<file path="src/common/eth_pkg.sv">
`default_nettype none

package eth_pkg;

  // Byte 5 is the first on the wire
  typedef logic [5:0][7:0] mac_addr_t;

  // Byte 3 is the first on the wire
  typedef logic [3:0][7:0] ipv4_t;

  typedef struct packed {
    mac_addr_t mac_addr;
    ipv4_t     ipv4_addr;
  } dev_t;

  localparam logic [15:0] ETHERTYPE_IPV4 = 16'h0800; // Protocol type carried in ARP
  localparam mac_addr_t   MAC_BROADCAST  = '1;

endpackage : eth_pkg

`default_nettype wire

</file>
<file path="src/common/arp_pkg.sv">
`default_nettype none

package arp_pkg;

  import eth_pkg::*;

  typedef enum logic [15:0] {
    arp_request = 16'd1,
    arp_reply   = 16'd2
  } arp_oper_e;

  // Fields in wire order, first byte in the top bits
  typedef struct packed {
    logic [15:0] hw_type;
    logic [15:0] proto;
    logic [7:0]  hlen;
    logic [7:0]  plen;
    arp_oper_e   oper;
    mac_addr_t   src_mac;
    ipv4_t       src_ipv4;
    mac_addr_t   dst_mac;
    ipv4_t       dst_ipv4;
  } arp_hdr_t;

  typedef struct packed {
    ipv4_t     ipv4;
    mac_addr_t mac;
  } arp_entry_t;

  localparam int          ARP_HDR_BYTES     = 28;
  localparam int          HDR_CNT_W         = $clog2(ARP_HDR_BYTES + 1);
  localparam logic [15:0] HW_TYPE_ETH       = 16'd1;
  localparam logic [7:0]  ARP_HLEN          = 8'd6;
  localparam logic [7:0]  ARP_PLEN          = 8'd4;
  localparam int          TABLE_AW          = 2;
  localparam int          TABLE_DEPTH       = 1 << TABLE_AW;
  localparam int          ARP_TIMEOUT_TICKS = 300;
  localparam int          TIMEOUT_W         = $clog2(ARP_TIMEOUT_TICKS);

endpackage : arp_pkg

`default_nettype wire

</file>
<file path="src/arp/arp_rx_parse.sv">
`timescale 1ns/1ps
`default_nettype none

module arp_rx_parse
  import eth_pkg::*, arp_pkg::*;
(
  input  wire              clk,
  input  wire              rst,
  input  wire dev_t        dev,
  input  wire [7:0]        rx_data,
  input  wire              rx_val,
  input  wire              rx_sof,
  output logic             learn_val,
  output arp_entry_t       learn,
  output logic             reply_val,
  output arp_entry_t       reply_to
);

  arp_hdr_t             hdr_sr;
  arp_hdr_t             hdr_nxt;
  logic [HDR_CNT_W-1:0] byte_cnt;
  logic                 counting;
  logic                 last_byte;
  logic                 hdr_ok;
  logic                 for_us;

  assign hdr_nxt = {hdr_sr[$bits(arp_hdr_t)-9:0], rx_data}; // MSB first

  // Zero waits for a start, full count waits for the next one
  assign counting  = byte_cnt != '0 && byte_cnt != HDR_CNT_W'(ARP_HDR_BYTES);
  assign last_byte = rx_val && !rx_sof && byte_cnt == HDR_CNT_W'(ARP_HDR_BYTES - 1);

  assign hdr_ok = hdr_nxt.hw_type == HW_TYPE_ETH &&
                  hdr_nxt.proto   == ETHERTYPE_IPV4 &&
                  hdr_nxt.hlen    == ARP_HLEN &&
                  hdr_nxt.plen    == ARP_PLEN;

  assign for_us = hdr_nxt.oper == arp_request && hdr_nxt.dst_ipv4 == dev.ipv4_addr;

  always_ff @(posedge clk) begin
    if (rst) begin
      byte_cnt  <= '0;
      learn_val <= 1'b0;
      reply_val <= 1'b0;
    end else begin
      learn_val <= last_byte && hdr_ok;
      reply_val <= last_byte && hdr_ok && for_us;
      if (rx_val) begin
        if (rx_sof) begin
          byte_cnt <= HDR_CNT_W'(1); // Restart on any new payload
        end else if (counting) begin
          byte_cnt <= byte_cnt + HDR_CNT_W'(1);
        end
      end
    end
  end

  always_ff @(posedge clk) begin
    if (rx_val) hdr_sr <= hdr_nxt;
    if (last_byte) learn <= '{ipv4: hdr_nxt.src_ipv4, mac: hdr_nxt.src_mac};
  end

  assign reply_to = learn; // The asker is the sender

  a_reply_needs_learn : assert property (
    @(posedge clk) disable iff (rst) reply_val |-> learn_val
  );

endmodule : arp_rx_parse

`default_nettype wire

</file>
<file path="src/arp/arp_table.sv">
`timescale 1ns/1ps
`default_nettype none

module arp_table
  import eth_pkg::*, arp_pkg::*;
(
  input  wire              clk,
  input  wire              rst,
  input  wire dev_t        dev,
  input  wire              learn_val,
  input  wire arp_entry_t  learn,
  input  wire              lookup_req,
  input  wire ipv4_t       lookup_ipv4,
  output logic             lookup_done,
  output mac_addr_t        lookup_mac,
  output logic             lookup_err,
  output arp_hdr_t         req_hdr,
  output logic             send_req,
  input  wire              tx_busy
);

  typedef enum logic [1:0] {
    learn_idle,
    learn_scan,
    learn_upd,
    learn_add
  } learn_st_e;

  typedef enum logic [1:0] {
    look_idle,
    look_scan,
    look_send,
    look_wait
  } look_st_e;

  arp_entry_t           entry [TABLE_DEPTH];
  logic [TABLE_DEPTH-1:0] ent_val;

  learn_st_e            learn_st;
  arp_entry_t           cur_ent;
  logic [TABLE_AW-1:0]  l_idx;
  logic [TABLE_AW-1:0]  rr_ptr;
  logic                 l_hit;
  logic                 wr_en;
  logic [TABLE_AW-1:0]  wr_idx;

  look_st_e             look_st;
  ipv4_t                look_ip;
  logic [TABLE_AW-1:0]  k_idx;
  logic                 k_hit;
  logic [TIMEOUT_W-1:0] tmr;

  assign l_hit  = ent_val[l_idx] && entry[l_idx].ipv4 == cur_ent.ipv4;
  assign wr_en  = learn_st == learn_upd || learn_st == learn_add;
  assign wr_idx = (learn_st == learn_upd) ? l_idx : rr_ptr;

  // Learn machine, one entry compared per cycle
  always_ff @(posedge clk) begin
    if (rst) begin
      learn_st <= learn_idle;
      l_idx    <= '0;
      rr_ptr   <= '0;
      ent_val  <= '0;
    end else begin
      case (learn_st)
        learn_idle: begin
          l_idx <= '0;
          if (learn_val) begin
            cur_ent  <= learn;
            learn_st <= learn_scan;
          end
        end
        learn_scan: begin
          if (l_hit) begin
            learn_st <= learn_upd; // l_idx keeps the matching slot
          end else if (l_idx == '1) begin
            learn_st <= learn_add;
          end else begin
            l_idx <= l_idx + TABLE_AW'(1);
          end
        end
        learn_upd: begin
          ent_val[wr_idx] <= 1'b1;
          learn_st        <= learn_idle;
        end
        learn_add: begin
          ent_val[wr_idx] <= 1'b1;
          rr_ptr          <= rr_ptr + TABLE_AW'(1);
          learn_st        <= learn_idle;
        end
      endcase
    end
  end

  always_ff @(posedge clk) begin
    if (wr_en) entry[wr_idx] <= cur_ent;
  end

  assign k_hit    = ent_val[k_idx] && entry[k_idx].ipv4 == look_ip;
  assign send_req = look_st == look_send && !tx_busy;

  // Lookup machine
  always_ff @(posedge clk) begin
    if (rst) begin
      look_st     <= look_idle;
      k_idx       <= '0;
      tmr         <= '0;
      lookup_done <= 1'b0;
      lookup_err  <= 1'b0;
    end else begin
      lookup_done <= 1'b0;
      lookup_err  <= 1'b0;
      case (look_st)
        look_idle: begin
          k_idx <= '0;
          if (lookup_req) begin
            look_ip <= lookup_ipv4;
            look_st <= look_scan;
          end
        end
        look_scan: begin
          k_idx <= k_idx + TABLE_AW'(1);
          if (k_hit) begin
            lookup_mac  <= entry[k_idx].mac;
            lookup_done <= 1'b1;
            look_st     <= look_idle;
          end else if (k_idx == '1) begin
            req_hdr <= '{hw_type: HW_TYPE_ETH, proto: ETHERTYPE_IPV4,
                         hlen: ARP_HLEN, plen: ARP_PLEN, oper: arp_request,
                         src_mac: dev.mac_addr, src_ipv4: dev.ipv4_addr,
                         dst_mac: '0, dst_ipv4: look_ip};
            look_st <= look_send;
          end
        end
        look_send: begin
          tmr <= '0;
          if (!tx_busy) look_st <= look_wait;
        end
        look_wait: begin
          tmr <= tmr + TIMEOUT_W'(1);
          if (learn_val && learn.ipv4 == look_ip) begin
            lookup_mac  <= learn.mac; // Reply seen on the learn path
            lookup_done <= 1'b1;
            look_st     <= look_idle;
          end else if (tmr == TIMEOUT_W'(ARP_TIMEOUT_TICKS - 1)) begin
            lookup_err <= 1'b1;
            look_st    <= look_idle;
          end
        end
      endcase
    end
  end

  a_done_err_excl : assert property (
    @(posedge clk) disable iff (rst) !(lookup_done && lookup_err)
  );

  // Transmitter must take the request in the same cycle
  a_send_taken : assert property (
    @(posedge clk) disable iff (rst) send_req |-> !tx_busy ##1 tx_busy
  );

endmodule : arp_table

`default_nettype wire

</file>
<file path="src/arp/arp_tx_build.sv">
`timescale 1ns/1ps
`default_nettype none

module arp_tx_build
  import eth_pkg::*, arp_pkg::*;
(
  input  wire              clk,
  input  wire              rst,
  input  wire dev_t        dev,
  input  wire              send_req,
  input  wire arp_hdr_t    req_hdr,
  input  wire              reply_val,
  input  wire arp_entry_t  reply_to,
  output logic             tx_busy,
  output logic [7:0]       tx_data,
  output logic             tx_val,
  output logic             tx_sof,
  output logic             tx_eof
);

  typedef enum logic [1:0] {
    tx_idle,
    tx_send,
    tx_tail
  } tx_st_e;

  tx_st_e               tx_st;
  logic [HDR_CNT_W-1:0] tx_cnt;
  arp_hdr_t             sh_hdr;
  arp_hdr_t             reply_hdr;
  arp_entry_t           pend_to;
  logic                 pend_val;
  logic                 pend_load;
  logic                 take_req;
  logic                 take_pend;
  logic                 last_cnt;

  assign take_req  = tx_st == tx_idle && send_req; // Table request wins
  assign take_pend = tx_st == tx_idle && !send_req && pend_val;
  assign pend_load = reply_val && (!pend_val || take_pend); // One deep, extra dropped
  assign last_cnt  = tx_cnt == HDR_CNT_W'(ARP_HDR_BYTES - 1);

  assign reply_hdr = '{hw_type: HW_TYPE_ETH, proto: ETHERTYPE_IPV4,
                       hlen: ARP_HLEN, plen: ARP_PLEN, oper: arp_reply,
                       src_mac: dev.mac_addr, src_ipv4: dev.ipv4_addr,
                       dst_mac: pend_to.mac, dst_ipv4: pend_to.ipv4};

  always_ff @(posedge clk) begin
    if (rst) begin
      tx_st    <= tx_idle;
      tx_cnt   <= '0;
      pend_val <= 1'b0;
    end else begin
      if (take_pend) pend_val <= 1'b0;
      if (pend_load) pend_val <= 1'b1;
      case (tx_st)
        tx_idle: begin
          tx_cnt <= '0;
          if (take_req || take_pend) tx_st <= tx_send;
        end
        tx_send: begin
          tx_cnt <= tx_cnt + HDR_CNT_W'(1);
          if (last_cnt) tx_st <= tx_tail;
        end
        tx_tail: tx_st <= tx_idle; // Gap cycle after the last byte
        default: tx_st <= tx_idle;
      endcase
    end
  end

  always_ff @(posedge clk) begin
    if (pend_load) pend_to <= reply_to;
    if (take_req) begin
      sh_hdr <= req_hdr;
    end else if (take_pend) begin
      sh_hdr <= reply_hdr;
    end else if (tx_st == tx_send) begin
      sh_hdr <= {sh_hdr[$bits(arp_hdr_t)-9:0], 8'h00};
    end
  end

  assign tx_data = sh_hdr[$bits(arp_hdr_t)-1 -: 8];
  assign tx_val  = tx_st == tx_send;
  assign tx_sof  = tx_val && tx_cnt == '0;
  assign tx_eof  = tx_val && last_cnt;
  assign tx_busy = tx_st != tx_idle || pend_val;

  a_marks_in_frame : assert property (
    @(posedge clk) disable iff (rst) (tx_sof || tx_eof) |-> tx_val
  );

endmodule : arp_tx_build

`default_nettype wire

</file>
<file path="src/arp/arp_top.sv">
`timescale 1ns/1ps
`default_nettype none

module arp_top
  import eth_pkg::*, arp_pkg::*;
(
  input  wire              clk,
  input  wire              rst,
  input  wire dev_t        dev,
  input  wire [7:0]        rx_data,
  input  wire              rx_val,
  input  wire              rx_sof,
  input  wire              lookup_req,
  input  wire ipv4_t       lookup_ipv4,
  output logic             lookup_done,
  output mac_addr_t        lookup_mac,
  output logic             lookup_err,
  output logic [7:0]       tx_data,
  output logic             tx_val,
  output logic             tx_sof,
  output logic             tx_eof
);

  logic       learn_val;
  arp_entry_t learn;
  logic       reply_val;
  arp_entry_t reply_to;
  logic       send_req;
  arp_hdr_t   req_hdr;
  logic       tx_busy;

  arp_rx_parse parse_i (
    .clk       (clk),
    .rst       (rst),
    .dev       (dev),
    .rx_data   (rx_data),
    .rx_val    (rx_val),
    .rx_sof    (rx_sof),
    .learn_val (learn_val),
    .learn     (learn),
    .reply_val (reply_val),
    .reply_to  (reply_to)
  );

  arp_table table_i (
    .clk         (clk),
    .rst         (rst),
    .dev         (dev),
    .learn_val   (learn_val),
    .learn       (learn),
    .lookup_req  (lookup_req),
    .lookup_ipv4 (lookup_ipv4),
    .lookup_done (lookup_done),
    .lookup_mac  (lookup_mac),
    .lookup_err  (lookup_err),
    .req_hdr     (req_hdr),
    .send_req    (send_req),
    .tx_busy     (tx_busy)
  );

  arp_tx_build tx_i (
    .clk       (clk),
    .rst       (rst),
    .dev       (dev),
    .send_req  (send_req),
    .req_hdr   (req_hdr),
    .reply_val (reply_val),
    .reply_to  (reply_to),
    .tx_busy   (tx_busy),
    .tx_data   (tx_data),
    .tx_val    (tx_val),
    .tx_sof    (tx_sof),
    .tx_eof    (tx_eof)
  );

endmodule : arp_top

`default_nettype wire

</file>
<file path="config.mk">
export PLATFORM = sky130hd
export DESIGN_NAME = arp_top
export DESIGN_NICKNAME = d
export VERILOG_FILES = /design/src/common/eth_pkg.sv /design/src/common/arp_pkg.sv /design/src/arp/arp_rx_parse.sv /design/src/arp/arp_table.sv /design/src/arp/arp_tx_build.sv /design/src/arp/arp_top.sv
export SDC_FILE = /design/constraint.sdc
export NUM_CORES = 1
export LEC_CHECK = 0
export BUFFER_PORTS_ARGS = -buffer_cell sky130_fd_sc_hd__buf_2
export CAP_MARGIN = 25
export CORE_MARGIN = 4
export CORE_UTILIZATION = 55
export DETAILED_ROUTE_END_ITERATION = 10
export HOLD_SLACK_MARGIN = 0.02
export PLACE_DENSITY = 0.83
export SETUP_SLACK_MARGIN = 0.02
export SLEW_MARGIN = 20
export SYNTH_ARGS = -nofsm -noshare
export SYNTH_HDL_FRONTEND = slang
export SYNTH_SLANG_ARGS = --single-unit
export TNS_END_PERCENT = 20
</file>
<file path="constraint.sdc">
create_clock -name clk -period 20.4 [get_ports clk]
set_input_delay 2.04 -clock clk [delete_from_list [all_inputs] [get_ports clk]]
set_output_delay 2.04 -clock clk [all_outputs]
set_load 0.1 [all_outputs]
</file>
---- Word level (Yosys, flattened, before mapping) ----
Memory sizes are Yosys's and may differ from the RTL's. A register that Yosys moved wholly into a read port is not among the register bits.
Index checks and enable logic that the tools add are counted.
word-level totals
  memories ................................ 1
  word-level logic and storage cells ...... 270
  RAM bits ................................ 320
  bits in registers ....................... 912
cells by class
  eq/ne operators ......................... 34
  reductions and logical operators ........ 54
  add/sub/neg operators ................... 6
  order comparisons ....................... 4
  bitwise logic cells ..................... 4
  multiplexer cells ....................... 47
memory list
  memory         words  bits a word  read ports  clocked after memory_dff  write ports  line             source
  table_i.entry  4      80           2           2                         1            arp_table.sv:36  arp_entry_t entry [TABLE_DEPTH];
operators by type and width
  operator              count
  $mux 224              1
  $mux 162              1
  $mux 160              1
  $eq 32x32->1          4
  $mux 48               2
  $pmux 48 s2           1
  $mux 2                18
  $eq 16x1->1 const B   2
  $logic_and 1x1->1     20
  $pmux 9 s2            1
  $eq 16x12->1 const B  1
  $eq 8x3->1 const B    2
  $reduce_bool 2->1     8
  $ne 2x2->1 const B    7
  $eq 2x2->1 const B    6
  $pmux 2 s2            3
  $reduce_and 4->1      3
  $add 5x1->5 const B   2
  $eq 5x5->1 const B    2
  $mux 1                10
  $mux 5                2
  $pmux 5 s2            1
  $add 9x1->9 const B   1
  $eq 9x9->1 const B    1
  other kinds (24)      49

---- Depth between registers and ports, before layout ----
Gate-level depths: netlist (run 1).
  depth after elaboration ................. 10
  gate-level depth with buffers ........... 10
  mapped depth without buffers ............ 7

---- By module ----
A second synthesis (run 1) with hierarchy kept.
second synthesis, totals
  cells, all modules ...................... 2914
  area, all modules ....................... 50584.8 um^2
modules (own cells, without submodules)
  module        area each (um^2)  sequential area each (um^2)  cells each  instances
  arp_table     24497.2           18357.6                      1240        1
  arp_tx_build  15717.6           9288.9                       1185        1
  arp_rx_parse  10369.9           9028.7                       489         1

---- Worst setup path before layout (run 1) ----
OpenSTA, ideal clock, no wires.
  path type ............................... input port to flip-flop
  start point ............................. input rst
  end point ............................... register table_i.learn_st[0]
  arrival time ............................ 11147 ps
  buffers on the path ..................... 1
  slack ................................... 9130 ps
  cell stages on the path ................. 3
  library setup time ...................... 123 ps
  cell sequence ........................... clkbuf_1 > nor4b_1 > o21bai_1
RTL lines
  item                  line             source
  from (decl)           arp_top.sv:8     input wire rst,
  to (signal assigned)  arp_table.sv:60  learn_st <= learn_idle;
  to (signal assigned)  arp_table.sv:70  learn_st <= learn_scan;
  to (signal assigned)  arp_table.sv:75  learn_st <= learn_upd;
  to (decl)             arp_table.sv:39  learn_st_e learn_st;

==> flow_summary.json, run 1 <==
{
  "outcome": "complete, no violations",
  "arrival_ns": 5.82,
  "placed_area_mm2": 0.04818,
  "clock_skew_ns": 0.02924,
  "synth_top_area_share": 0.7765,
  "final_nets": 2922,
  "power.leakage_uw": 0.01720,
  "synth-async-reset-ratio": 0,
  "hold_buffers": 0,
  "start_util": 0.5578,
  "grt_max_degree": 172,
  "via_count": 24780,
  "core_area_mm2": 0.08264,
  "period_minus_slack_ns": 5.478,
  "path_class": "flip-flop to flip-flop",
  "cts_tree": "built",
  "drt_iter0_drc": 3096,
  "ys_warn_count": 0,
  "worstMarginPinSlew_ns": 1.063,
  "synth_nets": 2717,
  "min-delay-path-class": "flip-flop to flip-flop",
  "syn_to_final_growth_pct": 13.15,
  "rrSetupSlack_ns": 14.92,
  "post_cts_buffers": 0,
  "crit_fanout": 49,
  "ys_seq_area_frac": 0.7956,
  "yosys-top-cells-count": "edfxtp_1 (1192), nand2_1 (330), nor2_1 (157)",
  "hold_viol": 0,
  "routabilityCongestion": 0.8892,
  "cts_root_buf": "clkbuf_16",
  "relSlewSlack": 0.2913,
  "drive_gt1_frac": 0.1959,
  "startpoint_type": "flip-flop",
  "rows": 105,
  "routed_via_density": 6.252,
  "numPortBuffers": 185,
  "clockBufferDepth": 3,
  "power_density_mw_per_mm2": 99.05,
  "grt_pass1_wl_um": 158600,
  "tns_ns": 0,
  "die_h_um": 297.5,
  "synth-seq-cells": 1236,
  "die_x_um": 297.5,
  "cts_buffers": 113,
  "ys.flop_type": "edfxtp_1",
  "clock_latency_ns": 0.68,
  "grt-ovfl-total": 0,
  "io_pins": 186,
  "clk_pin_slew_worst_paths_ns": 0.06,
  "crit_required_ns": 20.74,
  "setup_violations": 0,
  "post_drt_wl_per_cell_um": 26.87,
  "rsz0062_at_grt": "false",
  "drc": 0,
  "peakVddDrop_v": 0.00006561,
  "maxSlewViolCount": 0,
  "maxCapViolations": 0,
  "grt_pass1_vias": 25010,
  "yosysTopAreaCell": "edfxtp_1",
  "synth_area_leaders": "edfxtp_1 (78%), mux4_2 (4.9%), nand2_1 (2.7%)",
  "antenna_found_initial": 13,
  "dp_hpwl_um": 60800,
  "synth_edf_count": 1192,
  "post-synth-top-count-cell": "edfxtp_1",
  "syn_inst": 2585,
  "syn_area_per_cell_um2": 17.83,
  "syn_area_mm2": 0.04610,
  "clock.fmax_mhz": 182.5,
  "end_kind": "flip-flop",
  "track_usage": 0.2366,
  "final_area_mm2": 0.05216,
  "firstDrtPassIters": 6,
  "ys_types": 63,
  "clkSinkCount": 1236,
  "period_share": 0.2685,
  "totalWireLength_um": 106500,
  "ant_nets": 0,
  "cts-htree-levels": 3,
  "cts_resized": 0,
  "die_area_mm2": 0.08851
}
[stage by stage]
stage                     worst slack (ns)  hold WS, ns  instances  power, uW  utilization
after floorplan                      9.130       0.4003       2585       2924            -
after global placement               14.48       0.4066       3742       2973       0.5824
after detailed placement             14.69       0.4051       3744       2978       0.5830
after CTS                            14.52       0.4122       3953       5188       0.6305
after global routing                 14.61       0.4240       3964       5317       0.6312
final                                14.92       0.4185       3964       5166       0.6312
[layer usage]
layer  track usage  up-vias  wire [um]
li1              -    10360          -
met2        0.3991     1604      53710
met5             0        -          0
met1        0.3099    12520      38770
met4        0.1044        0       5219
met3       0.03496      304       8821
[registers in the layout, summed over array words and instances (netlist names), 2 cells and up, named ones only]
register / cells
tx_i.sh_hdr: 216
tx_i.tx_data: 8
table_i.cur_ent: 80
table_i.entry: 320
table_i.ent_val: 4
table_i.tmr: 9
table_i.req_hdr: 112
table_i.k_idx: 2
tx_i.pend_to: 80
parse_i.byte_cnt: 5
table_i.lookup_mac: 48
tx_i.tx_st: 2
tx_i.tx_cnt: 5
parse_i.hdr_nxt: 216
table_i.learn_st: 2
table_i.look_ip: 32
table_i.rr_ptr: 2
table_i.l_idx: 2
parse_i.learn: 80
[layout make-up]
type	instances	area, um2
diodes	10	25.02
clock buffers	130	2955
clock inverters	79	972.2
fillers	5137	30480
inverters	17	63.81
multi-input cells	1204	8866
flip-flops and latches	1236	36690
well taps	1070	1339
repair buffers	218	1251
[cells by family after synthesis]
kind of cell	synth area share
flops	0.7956
simple gates	0.06544
compound gates	0.02861
mux	0.06799
buf+inv	0.01403
xor+xnor	0.02641
fa+ha+maj	0.001900
[final timing paths]
check / cells after the start / end / from
min reg2reg: 0 / parse_i.hdr_nxt[87] / parse_i.hdr_nxt[79]
max: 12 / table_i.req_hdr[96] / flip-flop
min: 0 / parse_i.hdr_nxt[87] / parse_i.hdr_nxt[79]
max reg2reg: 12 / table_i.req_hdr[96] / flip-flop
[layout by cell type (no fill, tap or decap), drive strengths merged, types with 3 or more instances in the layout]
cell type  count
a21oi         60
a221oi         3
a22o           8
a31oi        105
and2           5
and3          60
buf          217
bufinv        22
clkbuf       131
clkinv        45
clkinvlp       7
dfxtp         44
diode         10
edfxtp      1192
ha             7
inv           22
mux2          53
mux2i         18
mux4         104
nand2        330
nand2b         8
nand3         12
nand3b         3
nand4         26
nor2         158
nor2b          7
nor3          12
nor3b          3
nor4          25
nor4b          7
o21ai          7
o221ai         5
or3            7
xnor2         85
xor2          54
[critical path: stages (launching register included)]
cell and delay, ns:
dfxtp_4 0.34, buf_6 0.56, buf_4 0.69, mux4_2 0.62
xnor2_1 0.16, nand4_1 0.21, nor3_1 0.10, a31oi_1 0.57
nand2_1 0.25, nor2_4 0.48, buf_16 0.24, buf_4 0.49
buf_12 0.33
[power breakdown]
group	switching [uW]	leakage [uW]	internal [uW]	total (uW)
Combinational	70.6	0.00404	37.4	108
Sequential	25.7	0.0113	2790	2820
Clock	922	0.00190	1320	2240
Total	1020	0.0172	4150	5170
No activity file was read; power rests on OpenSTA's default activity.
==> inputs of run 2 (changes only) <==
Settings changed: PLACE_DENSITY 0.83 to 0.86.
Clock period 20.4 ns to 5 ns, I/O delays scaled along.
==> run 2 against run 1 <==
  * Combinational power rose to 4.7 times the previous value
  * First-iteration DRC count grew 31%
  * Die area unchanged
  * Sequential power rose to 4.1 times the previous value
  * Register-to-register slack got worse by 14 ns
  * Critical path type unchanged
  * Core utilization grew 1.3 points
  * Count of clock-buffer cells in the layout rose by 12
  * Clock skew is 0.029 ns higher
==> flow_summary.json, run 2 (same netlist as run 1, synthesis figures left out) <==
{
  "worstMarginPinSlew_ns": 1.035,
  "ant_nets": 0,
  "antenna_found_initial": 6,
  "cts_root_buf": "clkbuf_16",
  "relSlewSlack": 0.3102,
  "routabilityCongestion": 0.8797,
  "totalWireLength_um": 108200,
  "multi_input_area_mm2": 0.008884,
  "track_usage": 0.2405,
  "drc": 0,
  "grt_max_degree": 139,
  "clock_skew_ns": 0.05824,
  "die_area_mm2": 0.08851,
  "placed_area_mm2": 0.04823,
  "layout_commonest_cell": "edfxtp_1",
  "firstDrtPassIters": 6,
  "fin_util": 0.6437,
  "die_h_um": 297.5,
  "via_count": 25600,
  "cts-htree-levels": 3,
  "whs_ns": 0.05572,
  "start_util": 0.5578,
  "wl_met1_um": 38870,
  "highest_layer": "met5",
  "drt_iter0_drc": 4060,
  "grt_pass1_vias": 25860,
  "maxSlewViolCount": 0,
  "cts_tree": "built",
  "path_class": "flip-flop to flip-flop",
  "drive_gt1_frac": 0.1905,
  "die_x_um": 297.5,
  "power_density_mw_per_mm2": 394.3,
  "routed_via_density": 6.280,
  "arrival_ns": 4.54,
  "clk_pin_slew_worst_paths_ns": 0.07,
  "maxCapViolations": 0,
  "power.leakage_uw": 0.01766,
  "final_nets": 3035,
  "grt-ovfl-total": 0,
  "clkSinkCount": 1236,
  "wl_met2_um": 53260,
  "io_pins": 186,
  "post_cts_buffers": 0,
  "rsz0062_at_grt": "false",
  "crit_required_ns": 5.32,
  "rows": 105,
  "post_drt_wl_per_cell_um": 26.55,
  "dp_hpwl_um": 61170,
  "min-delay-path-class": "input pin to flip-flop",
  "clock_latency_ns": 0.72,
  "largest-register": "table_i.entry",
  "dp.cells": 3747,
  "period_share": 0.8441,
  "outcome": "complete, no violations",
  "core_area_mm2": 0.08264,
  "total_power_uw": 20970,
  "layout_common_cells": "edfxtp_1 (1192), nand2_1 (328), buf_2 (184)",
  "numPortBuffers": 185,
  "peakVddDrop_v": 0.0003299,
  "setup_violations": 0,
  "seq_area_mm2": 0.03669,
  "startpoint_type": "flip-flop",
  "clock.fmax_mhz": 236.9,
  "largest_reg_flops": 320,
  "crit_fanout": 48,
  "final_area_mm2": 0.05319,
  "clockBufferDepth": 3,
  "fillers": 4971,
  "instances_no_fill": 4077,
  "wl_met3_um": 10580,
  "period_minus_slack_ns": 4.220,
  "end_kind": "flip-flop",
  "hold_viol": 0,
  "syn_to_final_growth_pct": 15.40,
  "grt_pass1_wl_um": 161300,
  "cts_buffers": 115
}
==> run 2: area by class of cell <==
cell class,count,area share
Clock inverter,74,0.01599
Antenna cell,5,0.0002352
Tap cell,1070,0.02517
Multi-Input combinational cell,1204,0.1670
Sequential cell,1236,0.6896
Timing Repair Buffer,329,0.04438
Inverter,17,0.001200
Clock buffer,142,0.05638
==> run 2: metal layers <==
layer,global-route usage,vias to the layer above
li1,-,10600
met4,0.1095,2
met1,0.3174,12780
met2,0.3954,1855
met3,0.04328,372
met5,0,-
==> run 2: final timing paths <==
| path | start | endpoint | slack, ns | cells after the start |
|---|---|---|---|---|
| worst max-delay path | flip-flop | table_i.lookup_mac[45] | 0.78 | 7 |
| worst min-delay path | lookup_ipv4[20] | table_i.look_ip[20] | 0.06 | 1 |
| worst max register to register | flip-flop | table_i.lookup_mac[45] | 0.78 | 7 |
| worst min register to register | parse_i.hdr_nxt[46] | parse_i.hdr_nxt[54] | 0.40 | 0 |
==> run 2: metrics by stage <==
stage	TNS, ns	setup WS [ns]
after detailed placement	0	1.041
after CTS	0	0.8676
after global placement	0	1.234
after global routing	0	0.6309
final	0	0.7796
after floorplan	-96.40	-0.2828
==> run 2: power by group <==
part           switching, uW  total (uW)  internal [uW]
Sequential               113       11500          11400
Combinational            298         506            208
Clock                   3880        8960           5070
Total                   4290       21000          16700
==> run 2: repair_timing <==
item / CTS / global route
hold buffers: 108 / 0
gates resized for setup: 0 / 0
hold endpoints to repair: 108 / 0
==> run 2: worst max-delay path: stages (launching register included) <==
cell	delay [ns]
dfxtp_4	0.80
mux4_2	0.60
xnor2_1	0.22
nand4_1	0.15
nor4_1	0.54
a31oi_1	0.42
nor4bb_4	0.41
buf_4	0.57
